<file path="config.mk">
export PLATFORM = sky130hd
export DESIGN_NAME = ntm_scalar_alu
export DESIGN_NICKNAME = d
export VERILOG_FILES = /design/src/common/ntm_scalar_pkg.sv /design/src/arith/ntm_scalar_inverter.sv /design/src/arith/ntm_scalar_multiplier.sv /design/src/verilog/ntm_cmd_fifo.sv /design/src/verilog/ntm_scalar_alu.sv /design/src/verilog/ntm_scalar_controller.sv
export VERILOG_INCLUDE_DIRS = /design/src /design/src/common
export SDC_FILE = /design/constraint.sdc
export NUM_CORES = 1
export LEC_CHECK = 0
export BUFFER_PORTS_ARGS = -buffer_cell sky130_fd_sc_hd__buf_2
export CORE_UTILIZATION = 42
export CTS_BUF_LIST = sky130_fd_sc_hd__clkbuf_8
export CTS_CLUSTER_SIZE = 12
export DETAILED_ROUTE_END_ITERATION = 10
export PLACE_DENSITY_LB_ADDON = 0.3
export SLEW_MARGIN = 5
export SYNTH_ARGS = -nofsm -noshare
export SYNTH_HDL_FRONTEND = slang
export SYNTH_SLANG_ARGS = --single-unit
</file>
<file path="constraint.sdc">
create_clock -name CLK -period 6 [get_ports CLK]
set_input_delay 0.3 -clock CLK [delete_from_list [all_inputs] [get_ports CLK]]
set_output_delay 0.3 -clock CLK [all_outputs]
set_load 0.05 [all_outputs]
</file>
<file path="src/common/ntm_scalar_defines.svh">
// Sizes are fixed at compile time; NTM_DATA_SIZE must hold the largest odd modulus in use
`ifndef NTM_SCALAR_DEFINES_SVH
`define NTM_SCALAR_DEFINES_SVH

////////////////////
// Datapath
////////////////////

// Width of operands, modulus and result
// 16 keeps test vectors short, 512 is the production size
`define NTM_DATA_SIZE 16

////////////////////
// Flow control
////////////////////

// Command buffer entries
// Producer starts with this many command credits
`define NTM_CMD_DEPTH 4

// Result credits held after reset
// Must equal the consumer's buffer capacity
`define NTM_RES_CREDITS 2

`endif

</file>
<file path="src/common/ntm_scalar_pkg.sv">
// Operands are taken as already reduced below an odd modulus; no type here checks that
`include "ntm_scalar_defines.svh"

package ntm_scalar_pkg;

  ////////////////////
  // Data words
  ////////////////////

  // Operand, modulus and result word
  typedef logic [`NTM_DATA_SIZE-1:0] scalar_t;

  // One guard bit for sums and doubling before reduction
  typedef logic [`NTM_DATA_SIZE:0] scalar_ext_t;

  ////////////////////
  // Command and result
  ////////////////////

  // Codes 5 to 7 are unused
  typedef enum logic [2:0] {
    OP_ADD = 3'd0,
    OP_SUB = 3'd1,
    OP_MUL = 3'd2,
    OP_INV = 3'd3,
    OP_DIV = 3'd4
  } scalar_op_e;

  typedef struct packed {
    scalar_op_e op;
    scalar_t    a;
    scalar_t    b;
    scalar_t    modulo;
  } scalar_cmd_s;

  // Fault set means no inverse exists, data is then zero
  typedef struct packed {
    scalar_t data;
    logic    fault;
  } scalar_res_s;

  ////////////////////
  // FSM states
  ////////////////////

  typedef enum logic [2:0] {
    CTRL_IDLE,
    CTRL_RUN,
    CTRL_INV_DIV,
    CTRL_MUL_DIV,
    CTRL_EMIT
  } ctrl_state_e;

  typedef enum logic [2:0] {
    INV_IDLE,
    INV_CHECK,
    INV_HALVE_U,
    INV_HALVE_V,
    INV_SUB
  } inv_state_e;

endpackage

</file>
<file path="src/arith/ntm_scalar_inverter.sv">
// Needs an odd modulus and data_in below it; a start while busy is ignored
`timescale 1ns/1ps

module ntm_scalar_inverter (
  input  logic                    CLK,
  input  logic                    RST,
  input  logic                    start,
  input  ntm_scalar_pkg::scalar_t data_in,
  input  ntm_scalar_pkg::scalar_t modulo_in,
  output logic                    done,
  output logic                    fault,
  output ntm_scalar_pkg::scalar_t data_out
);
  import ntm_scalar_pkg::*;

  localparam int N = $bits(scalar_t);
  localparam scalar_ext_t ONE = scalar_ext_t'(1);

  inv_state_e  state;
  // Invariants x*a = u and y*a = v mod m
  // x and y always stay below m
  scalar_ext_t u;
  scalar_ext_t v;
  scalar_ext_t x;
  scalar_ext_t y;
  scalar_ext_t m_q;
  scalar_ext_t x_half;
  scalar_ext_t y_half;

  ////////////////////
  // Halving mod m
  ////////////////////

  // Odd value gets m added first so the shift is exact
  always_comb begin
    x_half = x[0] ? ((x + m_q) >> 1) : (x >> 1);
    y_half = y[0] ? ((y + m_q) >> 1) : (y >> 1);
  end

  ////////////////////
  // Main FSM
  ////////////////////

  always_ff @(posedge CLK or posedge RST) begin
    if (RST) begin
      state <= INV_IDLE;
      done  <= 1'b0;
      fault <= 1'b0;
    end else begin
      done  <= 1'b0;
      fault <= 1'b0;
      case (state)
        INV_IDLE: begin
          if (start) begin
            u   <= {1'b0, data_in};
            v   <= {1'b0, modulo_in};
            x   <= ONE;
            y   <= '0;
            m_q <= {1'b0, modulo_in};
            // Zero has no inverse, answer right away
            if (data_in == '0) begin
              done     <= 1'b1;
              fault    <= 1'b1;
              data_out <= '0;
            end else begin
              state <= INV_CHECK;
            end
          end
        end
        INV_CHECK: begin
          if (u == '0) begin
            // u and v met at the gcd, which is not one
            done     <= 1'b1;
            fault    <= 1'b1;
            data_out <= '0;
            state    <= INV_IDLE;
          end else if (u == ONE) begin
            done     <= 1'b1;
            data_out <= x[N-1:0];
            state    <= INV_IDLE;
          end else if (v == ONE) begin
            done     <= 1'b1;
            data_out <= y[N-1:0];
            state    <= INV_IDLE;
          end else if (!u[0]) begin
            state <= INV_HALVE_U;
          end else if (!v[0]) begin
            state <= INV_HALVE_V;
          end else begin
            state <= INV_SUB;
          end
        end
        // Keep halving while the next value is still even
        INV_HALVE_U: begin
          u <= u >> 1;
          x <= x_half;
          if (u[1]) begin
            state <= INV_CHECK;
          end
        end
        INV_HALVE_V: begin
          v <= v >> 1;
          y <= y_half;
          if (v[1]) begin
            state <= INV_CHECK;
          end
        end
        INV_SUB: begin
          // Both odd here, larger minus smaller
          if (u >= v) begin
            u <= u - v;
            x <= (x >= y) ? (x - y) : (x + m_q - y);
          end else begin
            v <= v - u;
            y <= (y >= x) ? (y - x) : (y + m_q - x);
          end
          state <= INV_CHECK;
        end
        default: state <= INV_IDLE;
      endcase
    end
  end

endmodule

</file>
<file path="src/arith/ntm_scalar_multiplier.sv">
// Operands must be below an odd or even modulus; latency is fixed at NTM_DATA_SIZE+1
`timescale 1ns/1ps
`include "ntm_scalar_defines.svh"

module ntm_scalar_multiplier (
  input  logic                    CLK,
  input  logic                    RST,
  input  logic                    start,
  input  ntm_scalar_pkg::scalar_t a,
  input  ntm_scalar_pkg::scalar_t b,
  input  ntm_scalar_pkg::scalar_t modulo_in,
  output logic                    done,
  output ntm_scalar_pkg::scalar_t product
);
  import ntm_scalar_pkg::*;

  localparam int N     = `NTM_DATA_SIZE;
  localparam int CNT_W = $clog2(N + 1);

  logic             busy;
  logic [CNT_W-1:0] bits_left;
  scalar_t          a_q;
  scalar_t          b_q;
  scalar_t          m_q;
  // Accumulator stays below m between steps
  scalar_ext_t      acc;
  scalar_ext_t      dbl;
  scalar_ext_t      dbl_red;
  scalar_ext_t      sum;
  scalar_ext_t      sum_red;

  ////////////////////
  // One shift-add step
  ////////////////////

  always_comb begin
    dbl     = {acc[N-1:0], 1'b0};
    dbl_red = (dbl >= {1'b0, m_q}) ? (dbl - {1'b0, m_q}) : dbl;
    // Current bit of b is the top bit of the shift register
    sum     = b_q[N-1] ? (dbl_red + {1'b0, a_q}) : dbl_red;
    sum_red = (sum >= {1'b0, m_q}) ? (sum - {1'b0, m_q}) : sum;
  end

  always_ff @(posedge CLK or posedge RST) begin
    if (RST) begin
      busy      <= 1'b0;
      bits_left <= '0;
      done      <= 1'b0;
    end else begin
      done <= 1'b0;
      if (start && !busy) begin
        busy      <= 1'b1;
        bits_left <= CNT_W'(N);
      end else if (busy) begin
        bits_left <= bits_left - 1'b1;
        // Last bit this cycle
        if (bits_left == CNT_W'(1)) begin
          busy <= 1'b0;
          done <= 1'b1;
        end
      end
    end
  end

  always_ff @(posedge CLK) begin
    if (start && !busy) begin
      a_q <= a;
      b_q <= b;
      m_q <= modulo_in;
      acc <= '0;
    end else if (busy) begin
      acc <= sum_red;
      b_q <= b_q << 1;
      if (bits_left == CNT_W'(1)) begin
        product <= sum_red[N-1:0];
      end
    end
  end

endmodule

</file>
<file path="src/verilog/ntm_cmd_fifo.sv">
// Relies on the producer's credit count to never write when full; pop on empty is ignored
`timescale 1ns/1ps
`include "ntm_scalar_defines.svh"

module ntm_cmd_fifo (
  input  logic                        CLK,
  input  logic                        RST,
  input  logic                        wr_valid,
  input  ntm_scalar_pkg::scalar_cmd_s wr_cmd,
  input  logic                        pop,
  output logic                        not_empty,
  output ntm_scalar_pkg::scalar_cmd_s head,
  output logic                        credit
);
  import ntm_scalar_pkg::*;

  localparam int DEPTH = `NTM_CMD_DEPTH;
  localparam int PTR_W = (DEPTH > 1) ? $clog2(DEPTH) : 1;
  localparam int CNT_W = $clog2(DEPTH + 1);

  // Storage, no reset needed
  scalar_cmd_s      mem [DEPTH];
  logic [PTR_W-1:0] wr_ptr;
  logic [PTR_W-1:0] rd_ptr;
  logic [CNT_W-1:0] count;
  logic             do_pop;

  // Head is visible the cycle after its write
  assign not_empty = (count != '0);
  assign head      = mem[rd_ptr];
  assign do_pop    = pop && not_empty;

  always_ff @(posedge CLK) begin
    if (wr_valid) begin
      mem[wr_ptr] <= wr_cmd;
    end
  end

  always_ff @(posedge CLK or posedge RST) begin
    if (RST) begin
      wr_ptr <= '0;
      rd_ptr <= '0;
      count  <= '0;
      credit <= 1'b0;
    end else begin
      // One credit back per entry removed
      credit <= do_pop;
      if (wr_valid) begin
        wr_ptr <= (wr_ptr == PTR_W'(DEPTH - 1)) ? '0 : wr_ptr + 1'b1;
      end
      if (do_pop) begin
        rd_ptr <= (rd_ptr == PTR_W'(DEPTH - 1)) ? '0 : rd_ptr + 1'b1;
      end
      // Simultaneous write and pop keeps the count
      case ({wr_valid, do_pop})
        2'b10:   count <= count + 1'b1;
        2'b01:   count <= count - 1'b1;
        default: count <= count;
      endcase
    end
  end

endmodule

</file>
<file path="src/verilog/ntm_scalar_alu.sv">
// Producer must honour cmd_credit and consumer must return res_credit; results stay in order
`timescale 1ns/1ps

module ntm_scalar_alu (
  input  logic                        CLK,
  input  logic                        RST,
  input  logic                        cmd_valid,
  input  ntm_scalar_pkg::scalar_cmd_s cmd,
  output logic                        cmd_credit,
  output logic                        res_valid,
  output ntm_scalar_pkg::scalar_res_s res,
  input  logic                        res_credit
);
  import ntm_scalar_pkg::*;

  ////////////////////
  // Internal wiring
  ////////////////////

  // Buffer to controller
  logic        fifo_not_empty;
  logic        fifo_pop;
  scalar_cmd_s fifo_head;

  // Controller to inverter
  logic        inv_start;
  logic        inv_done;
  logic        inv_fault;
  scalar_t     inv_data;
  scalar_t     inv_modulo;
  scalar_t     inv_result;

  // Controller to multiplier
  logic        mul_start;
  logic        mul_done;
  scalar_t     mul_a;
  scalar_t     mul_b;
  scalar_t     mul_modulo;
  scalar_t     mul_result;

  ntm_cmd_fifo i_fifo (
    .CLK       (CLK),
    .RST       (RST),
    .wr_valid  (cmd_valid),
    .wr_cmd    (cmd),
    .pop       (fifo_pop),
    .not_empty (fifo_not_empty),
    .head      (fifo_head),
    .credit    (cmd_credit)
  );

  ntm_scalar_controller i_ctrl (
    .CLK        (CLK),
    .RST        (RST),
    .not_empty  (fifo_not_empty),
    .head       (fifo_head),
    .pop        (fifo_pop),
    .inv_start  (inv_start),
    .inv_data   (inv_data),
    .inv_modulo (inv_modulo),
    .inv_done   (inv_done),
    .inv_fault  (inv_fault),
    .inv_result (inv_result),
    .mul_start  (mul_start),
    .mul_a      (mul_a),
    .mul_b      (mul_b),
    .mul_modulo (mul_modulo),
    .mul_done   (mul_done),
    .mul_result (mul_result),
    .res_credit (res_credit),
    .res_valid  (res_valid),
    .res        (res)
  );

  ntm_scalar_inverter i_inv (
    .CLK       (CLK),
    .RST       (RST),
    .start     (inv_start),
    .data_in   (inv_data),
    .modulo_in (inv_modulo),
    .done      (inv_done),
    .fault     (inv_fault),
    .data_out  (inv_result)
  );

  ntm_scalar_multiplier i_mul (
    .CLK       (CLK),
    .RST       (RST),
    .start     (mul_start),
    .a         (mul_a),
    .b         (mul_b),
    .modulo_in (mul_modulo),
    .done      (mul_done),
    .product   (mul_result)
  );

endmodule

</file>
<file path="src/verilog/ntm_scalar_controller.sv">
// One command at a time; opcodes 5 to 7 run as add and modulus oddness is not checked
`timescale 1ns/1ps
`include "ntm_scalar_defines.svh"

module ntm_scalar_controller (
  input  logic                        CLK,
  input  logic                        RST,
  input  logic                        not_empty,
  input  ntm_scalar_pkg::scalar_cmd_s head,
  output logic                        pop,
  output logic                        inv_start,
  output ntm_scalar_pkg::scalar_t     inv_data,
  output ntm_scalar_pkg::scalar_t     inv_modulo,
  input  logic                        inv_done,
  input  logic                        inv_fault,
  input  ntm_scalar_pkg::scalar_t     inv_result,
  output logic                        mul_start,
  output ntm_scalar_pkg::scalar_t     mul_a,
  output ntm_scalar_pkg::scalar_t     mul_b,
  output ntm_scalar_pkg::scalar_t     mul_modulo,
  input  logic                        mul_done,
  input  ntm_scalar_pkg::scalar_t     mul_result,
  input  logic                        res_credit,
  output logic                        res_valid,
  output ntm_scalar_pkg::scalar_res_s res
);
  import ntm_scalar_pkg::*;

  localparam int N     = $bits(scalar_t);
  localparam int CRD_W = $clog2(`NTM_RES_CREDITS + 1);

  ctrl_state_e      state;
  scalar_cmd_s      cmd_q;
  scalar_t          mul_b_q;
  scalar_res_s      res_q;
  logic [CRD_W-1:0] credits;
  scalar_ext_t      sum;
  scalar_ext_t      sum_red;
  scalar_t          diff;
  scalar_t          addsub;

  ////////////////////
  // Handshakes
  ////////////////////

  assign pop       = (state == CTRL_IDLE) && not_empty;
  // Finished result waits in emit until a credit is there
  assign res_valid = (state == CTRL_EMIT) && (credits != '0);
  assign res       = res_q;

  // Divide inverts b, plain inverse works on a
  assign inv_data   = (cmd_q.op == OP_DIV) ? cmd_q.b : cmd_q.a;
  assign inv_modulo = cmd_q.modulo;
  assign mul_a      = cmd_q.a;
  assign mul_b      = mul_b_q;
  assign mul_modulo = cmd_q.modulo;

  // Add and subtract with a single correction
  always_comb begin
    sum     = {1'b0, cmd_q.a} + {1'b0, cmd_q.b};
    sum_red = (sum >= {1'b0, cmd_q.modulo}) ? (sum - {1'b0, cmd_q.modulo}) : sum;
    // Wraps mod 2^N, true value lands in range
    diff    = (cmd_q.a >= cmd_q.b) ? (cmd_q.a - cmd_q.b) : (cmd_q.a - cmd_q.b + cmd_q.modulo);
    addsub  = (cmd_q.op == OP_SUB) ? diff : sum_red[N-1:0];
  end

  // Consumer returns, emit spends
  always_ff @(posedge CLK or posedge RST) begin
    if (RST) begin
      credits <= CRD_W'(`NTM_RES_CREDITS);
    end else begin
      credits <= credits + CRD_W'(res_credit) - CRD_W'(res_valid);
    end
  end

  ////////////////////
  // Dispatch FSM
  ////////////////////

  always_ff @(posedge CLK or posedge RST) begin
    if (RST) begin
      state     <= CTRL_IDLE;
      inv_start <= 1'b0;
      mul_start <= 1'b0;
    end else begin
      inv_start <= 1'b0;
      mul_start <= 1'b0;
      case (state)
        CTRL_IDLE: begin
          if (pop) begin
            cmd_q   <= head;
            mul_b_q <= head.b;
            case (head.op)
              OP_MUL: begin
                mul_start <= 1'b1;
                state     <= CTRL_RUN;
              end
              OP_INV: begin
                inv_start <= 1'b1;
                state     <= CTRL_RUN;
              end
              OP_DIV: begin
                inv_start <= 1'b1;
                state     <= CTRL_INV_DIV;
              end
              default: state <= CTRL_RUN;
            endcase
          end
        end
        CTRL_RUN: begin
          case (cmd_q.op)
            OP_MUL: begin
              if (mul_done) begin
                res_q <= '{data: mul_result, fault: 1'b0};
                state <= CTRL_EMIT;
              end
            end
            OP_INV: begin
              // Inverter already zeroes data on fault
              if (inv_done) begin
                res_q <= '{data: inv_result, fault: inv_fault};
                state <= CTRL_EMIT;
              end
            end
            default: begin
              res_q <= '{data: addsub, fault: 1'b0};
              state <= CTRL_EMIT;
            end
          endcase
        end
        CTRL_INV_DIV: begin
          if (inv_done) begin
            if (inv_fault) begin
              // No inverse of b, skip the multiply
              res_q <= '{data: '0, fault: 1'b1};
              state <= CTRL_EMIT;
            end else begin
              mul_b_q   <= inv_result;
              mul_start <= 1'b1;
              state     <= CTRL_MUL_DIV;
            end
          end
        end
        CTRL_MUL_DIV: begin
          if (mul_done) begin
            res_q <= '{data: mul_result, fault: 1'b0};
            state <= CTRL_EMIT;
          end
        end
        CTRL_EMIT: begin
          if (res_valid) begin
            state <= CTRL_IDLE;
          end
        end
        default: state <= CTRL_IDLE;
      endcase
    end
  end

endmodule
</file>
# Yosys cells after proc, flatten, opt, wreduce, memory -nomap -nowiden
# Memories as Yosys holds them, arrays and structs flattened.
# Cells that the tools add are included.
# word_totals
ff_bits	291
ram_bits	204
inputBits	55
output_inout_bits	19
elab_cells	218
memories	1
# mem_list
name	words	width	rd	rd_ports_with_merged_regs	wr	line	rtl
i_fifo.mem	4	51	1	0	1	ntm_cmd_fifo.sv:22	scalar_cmd_s mem [DEPTH];
# classes
n_addsub	22
magnitude_cmp	7
eq_ne	36
n_mux	89
n_bitwise	2
n_reduce_logical	29
# ops
operator	count
$mux 16	17
$mux 17	16
$pmux 17 s3	5
$sub 17x17->17	6
$pmux 16 s2	2
$add 17x16->17	3
$ge 17x16->1	3
$ge 17x17->1	3
$sub 16x16->16	3
$mux 3	15
$eq 17x1->1 const B	2
$pmux 17 s2	1
$pmux 3 s5	2
$eq 3x2->1 const B	8
$mux 1	21
$add 16x16->17	1
$logic_not 17->1	1
$sub 17x16->17	1
$add 16x16->16	1
$ge 16x16->1	1
$logic_not 16->1	1
$reduce_and 4->1	4
$reduce_and 5->1	3
$ne 2x1->1 const B	7
other kinds (26)	58

# Logic depth before layout (Yosys ltp)
# depth
word_depth	6
mapped_depth	31
depth_no_buf	28

# Modules after synthesis
# A second synthesis with hierarchy kept.
# unflattened
cells_unflattened	3078
area_unflattened_um2	33394.5
# by_module_without_submodules
module	n_inst	cells_per_inst	area_per_inst_um2
ntm_scalar_inverter	1	1264	11081.9
ntm_cmd_fifo	1	308	7877.6
ntm_scalar_controller	1	812	7786.2
ntm_scalar_multiplier	1	694	6648.9

# Least setup slack after synthesis
# Ideal clock, no wire load.
# synth_timing
path_kind	register to register
from	reg i_mul.m_q[1]
to	reg i_mul.acc[15]
setup_ns	0.117
t_arrival_ns	6.092
required_time_ns	5.883
slack_ns	-0.209
path_stages_with_launch	29
synth_period_minus_slack_ns	6.209
path_cell_list	edfxtp_1 inv_1 ha_1 nor2b_1 o31a_1 o41a_1 a211o_1 o21ba_2 buf_2 buf_2 mux2i_1 fa_1 nand3b_1 a211oi_1 o2111ai_1 nand2_1 a21oi_1 xnor2_1 mux2_2 ha_1 a21o_1 a21o_1 a21oi_1 nand2_1 a211o_1 buf_6 buf_8 mux2_4 a22o_1
# synth_between
elab_chain_len	6
word_cells_on_any_way	8
# synth_rtl
element	line	rtl
from (decl)	ntm_scalar_multiplier.sv:24	scalar_t m_q;
from (signal assigned)	ntm_scalar_multiplier.sv:69	m_q <= modulo_in;
$sub 17x16->17 / $ge 17x16->1 (equally long branches)	ntm_scalar_multiplier.sv:38	dbl_red = (dbl >= {1'b0, m_q}) ? (dbl - {1'b0, m_q}) : dbl;
$mux 17	ntm_scalar_multiplier.sv:38	
$add 17x16->17	ntm_scalar_multiplier.sv:40	sum = b_q[N-1] ? (dbl_red + {1'b0, a_q}) : dbl_red;
$mux 17	ntm_scalar_multiplier.sv:40	
$sub 16x16->16 / $ge 17x16->1 (equally long branches)	ntm_scalar_multiplier.sv:41	sum_red = (sum >= {1'b0, m_q}) ? (sum - {1'b0, m_q}) : sum;
$mux 16 *	ntm_scalar_multiplier.sv:41	
via i_mul.sum_red[15]	ntm_scalar_multiplier.sv:30	scalar_ext_t sum_red;
to (signal assigned)	ntm_scalar_multiplier.sv:72	acc <= sum_red;
to (decl)	ntm_scalar_multiplier.sv:26	scalar_ext_t acc;
# The timed path passes the listed nets; every way through them passes the cells marked *.
# A chain may end at the register's enable or synchronous reset.

# Final worst setup path
# layout_timing
from	reg i_mul.m_q[1]
to	reg i_mul.acc[5]
# Same word-level chain as after synthesis.

==> results.toml <==
[critical_path]
crit_arrival_ns = 6.64
worst-r2r-setup-slack_ns = -0.05
start_kind = "flop"
r2r_end = "i_mul.acc[5]"
crit_fanout = 8
critPathRequiredTime_ns = 6.58
crit_path_end_kind = "flop"
worstRegToRegCells = 27
path_class = "reg -> reg"
reg2reg_from = "i_mul.m_q[1]"

[clock_network]
htreeDepth = 3
clockBufferDepth = 3
cts_tree = "yes"
cts-root-buf = "clkbuf_8"
insertion_delay_ns = 0.72
cts.clk_slew.worst_paths_ns = 0.06
cts_sinks = 495
cts_inserted_buffers = 86

[hold_path]
hold_class = "in -> reg"
hold_end = "i_fifo.mem[3][23]"
worstHoldStart = "cmd[23]"
hold_depth = 2

[die]
die_x_um = 276.6
rows = 100
io_pins = 74
coreArea_um2 = 74570
start_util_pct = 42.46
die_h_um = 276.6
die_area_um2 = 76500

[sta]
timing.fmax_ghz = 0.1652
maxSlewViolCount = 0
rsz0062_at_grt = "true"
relSlewSlack_pct = 17.60
finalSetupTns_ns = -0.2750
skew_ns = 0.04631
tightestPinTransition_ns = 1.231
finalCriticalPeriod_ns = 6.054
period_share_pct = 100.9
layout_setup_ws_ns = -0.05449
setup_viol = 11
hold_violations = 0

[global_route]
overflow = 0
grt_pass1_wl_mm = 137.4
grt_max_degree = 54
gr-usage-all-layers_pct = 23.23
grt_pass1_vias = 23320
antenna_found_initial = 2

[synthesis]
synth_top_cell_by_area = "edfxtp_1"
syn_avg_cell_area_um2 = 11.05
synthTopCellsByArea = "edfxtp_1, ha_1, a21oi_1, xnor2_1, mux4_2"
syn_inst = 2865
synthFlopType = "edfxtp_1"
synth_nets = 3191
ys_seq_area_share_pct = 46.01
synthDistinctLibCells = 79
synthArstFlopShare_pct = 5.455
ys_seq_elements = 495
syn_area_um2 = 31670
synth_top_area_share_pct = 42.86
synth_enable_flop_cells = 452
ys.warnings.count = 0

[detailed_routing]
drtPass1Iterations = 5
routed_wl_mm = 89.89
vias = 23460
drtIter0Drc = 1735
ant_nets = 0
viasPerCell = 5.678
drc = 0
wl_per_cell_um = 21.76

[outcome]
outcome = "finished with violations"
violations = "setup timing"

[placement]
io_buffers = 73
gp_congestion = 0.9377
place_hpwl_mm = 67.11

[finish]
final_common_cell = "edfxtp_1"
drive_above_1_share_pct = 16.36
layout.nets = 3419
most-common-layout-cells = "edfxtp_1, ha_1, nor2_1"
area_growth_pct = 14.85

[run]
maxCapViolCount = 0
final cells by class:
cell class,instances,area (µm²)
diodes,2,5.005
clock buffers,89,1225
clock inverters,67,387.9
fillers,6704,38210
inverters,194,728.2
multi-input cells,2061,16320
flip-flops and latches,495,14580
well taps,969,1212
repair buffers,255,1911
routing by layer:
layer	up-vias	GRT usage (%)	wire (µm)
met4	0	7.836	2426
li1	11150	-	-
met2	687	37.56	41730
met5	-	0	0
met1	11500	32.26	40520
met3	119	2.868	5215
kinds of logic after synthesis:
kind of cell               Yosys count  synth area share (%)
adders and majority gates          271                 11.09
xor gates and xnor gates           209                 5.781
buffers and inverters              309                 3.746
muxes                              198                 8.634
AOI/OAI and AO/OA                  754                 15.33
and+or+nand+nor                    629                 9.408
DFF                                495                 46.01
critical path, cell delays in order (launching register included):
cell,delay [ns]
edfxtp_1,0.37
inv_2,0.09
ha_4,0.20
nor2b_4,0.12
o31a_1,0.30
o41a_1,0.34
a211o_1,0.29
o21ba_4,0.26
mux2i_4,0.20
buf_6,0.12
fa_2,0.32
nand3b_1,0.24
a211oi_4,0.35
buf_4,0.17
o2111ai_4,0.12
nand2_1,0.10
a21oi_2,0.05
xnor2_1,0.12
mux2_4,0.28
ha_4,0.22
a21o_1,0.17
a21o_1,0.16
a21oi_2,0.14
nand2_1,0.10
a211o_4,0.39
buf_12,0.16
mux2_4,0.30
a22o_1,0.22
timing repair:
| item | in CTS | in global routing |
|---|---|---|
| resized for setup | 29 | 10 |
| gates cloned | 1 | 0 |
| setup endpoints to repair | 32 | 37 |
| hold buffers | 54 | 0 |
| setup buffers | 5 | 3 |
| endpoints found under the hold margin | 234 | 0 |
| pin swaps | 26 | 8 |
sequential cells by signal, indices dropped and copies added (netlist names), 17 cells and up:
register	cells
i_inv.v	17
i_ctrl.res	17
i_inv.u	17
i_inv.x	17
i_ctrl.cmd_q	19
i_fifo.mem	204
i_inv.y	17
cells in the mapped netlist, drive strengths merged (51+ instances only):
library cell,n
edfxtp,452
ha,255
a21oi,238
nor2,232
inv,194
nand2,144
xnor2,132
o21ai,131
clkbuf,97
a21o,91
mux2i,83
xor2,77
mux2,64
mux4,51
stage by stage:
step                      utilization [%]  hold WS (ns)  cell area [µm²]  setup WS, ns  instances
final                               48.77        0.3515            36370      -0.05449       4132
after global routing                48.76        0.3222            36360       -0.3359       4130
after CTS                           48.65        0.2924            36280      0.001433       4127
after detailed placement            45.47        0.4630            33910       -0.2410       3911
after global placement              45.47        0.4600            33910       -0.1783       3911
after floorplan                         -        0.3626            31830     0.0001203       2865
how the worst max path moves through the flow:
stage,startpoint,end,cells after the start
final,i_mul.m_q[1],i_mul.acc[5],27
after global routing,i_mul.m_q[1],i_mul.acc[6],27
after CTS,i_mul.m_q[1],i_mul.acc[5],25
after detailed placement,i_mul.m_q[1],i_mul.acc[5],27
after global placement,i_mul.m_q[1],i_mul.acc[5],25
after floorplan,i_mul.m_q[1],i_mul.acc[15],28
Power is left out: the tool's default activity adds up to more than one toggle a clock period on the data nets, which glitch-free logic cannot reach.
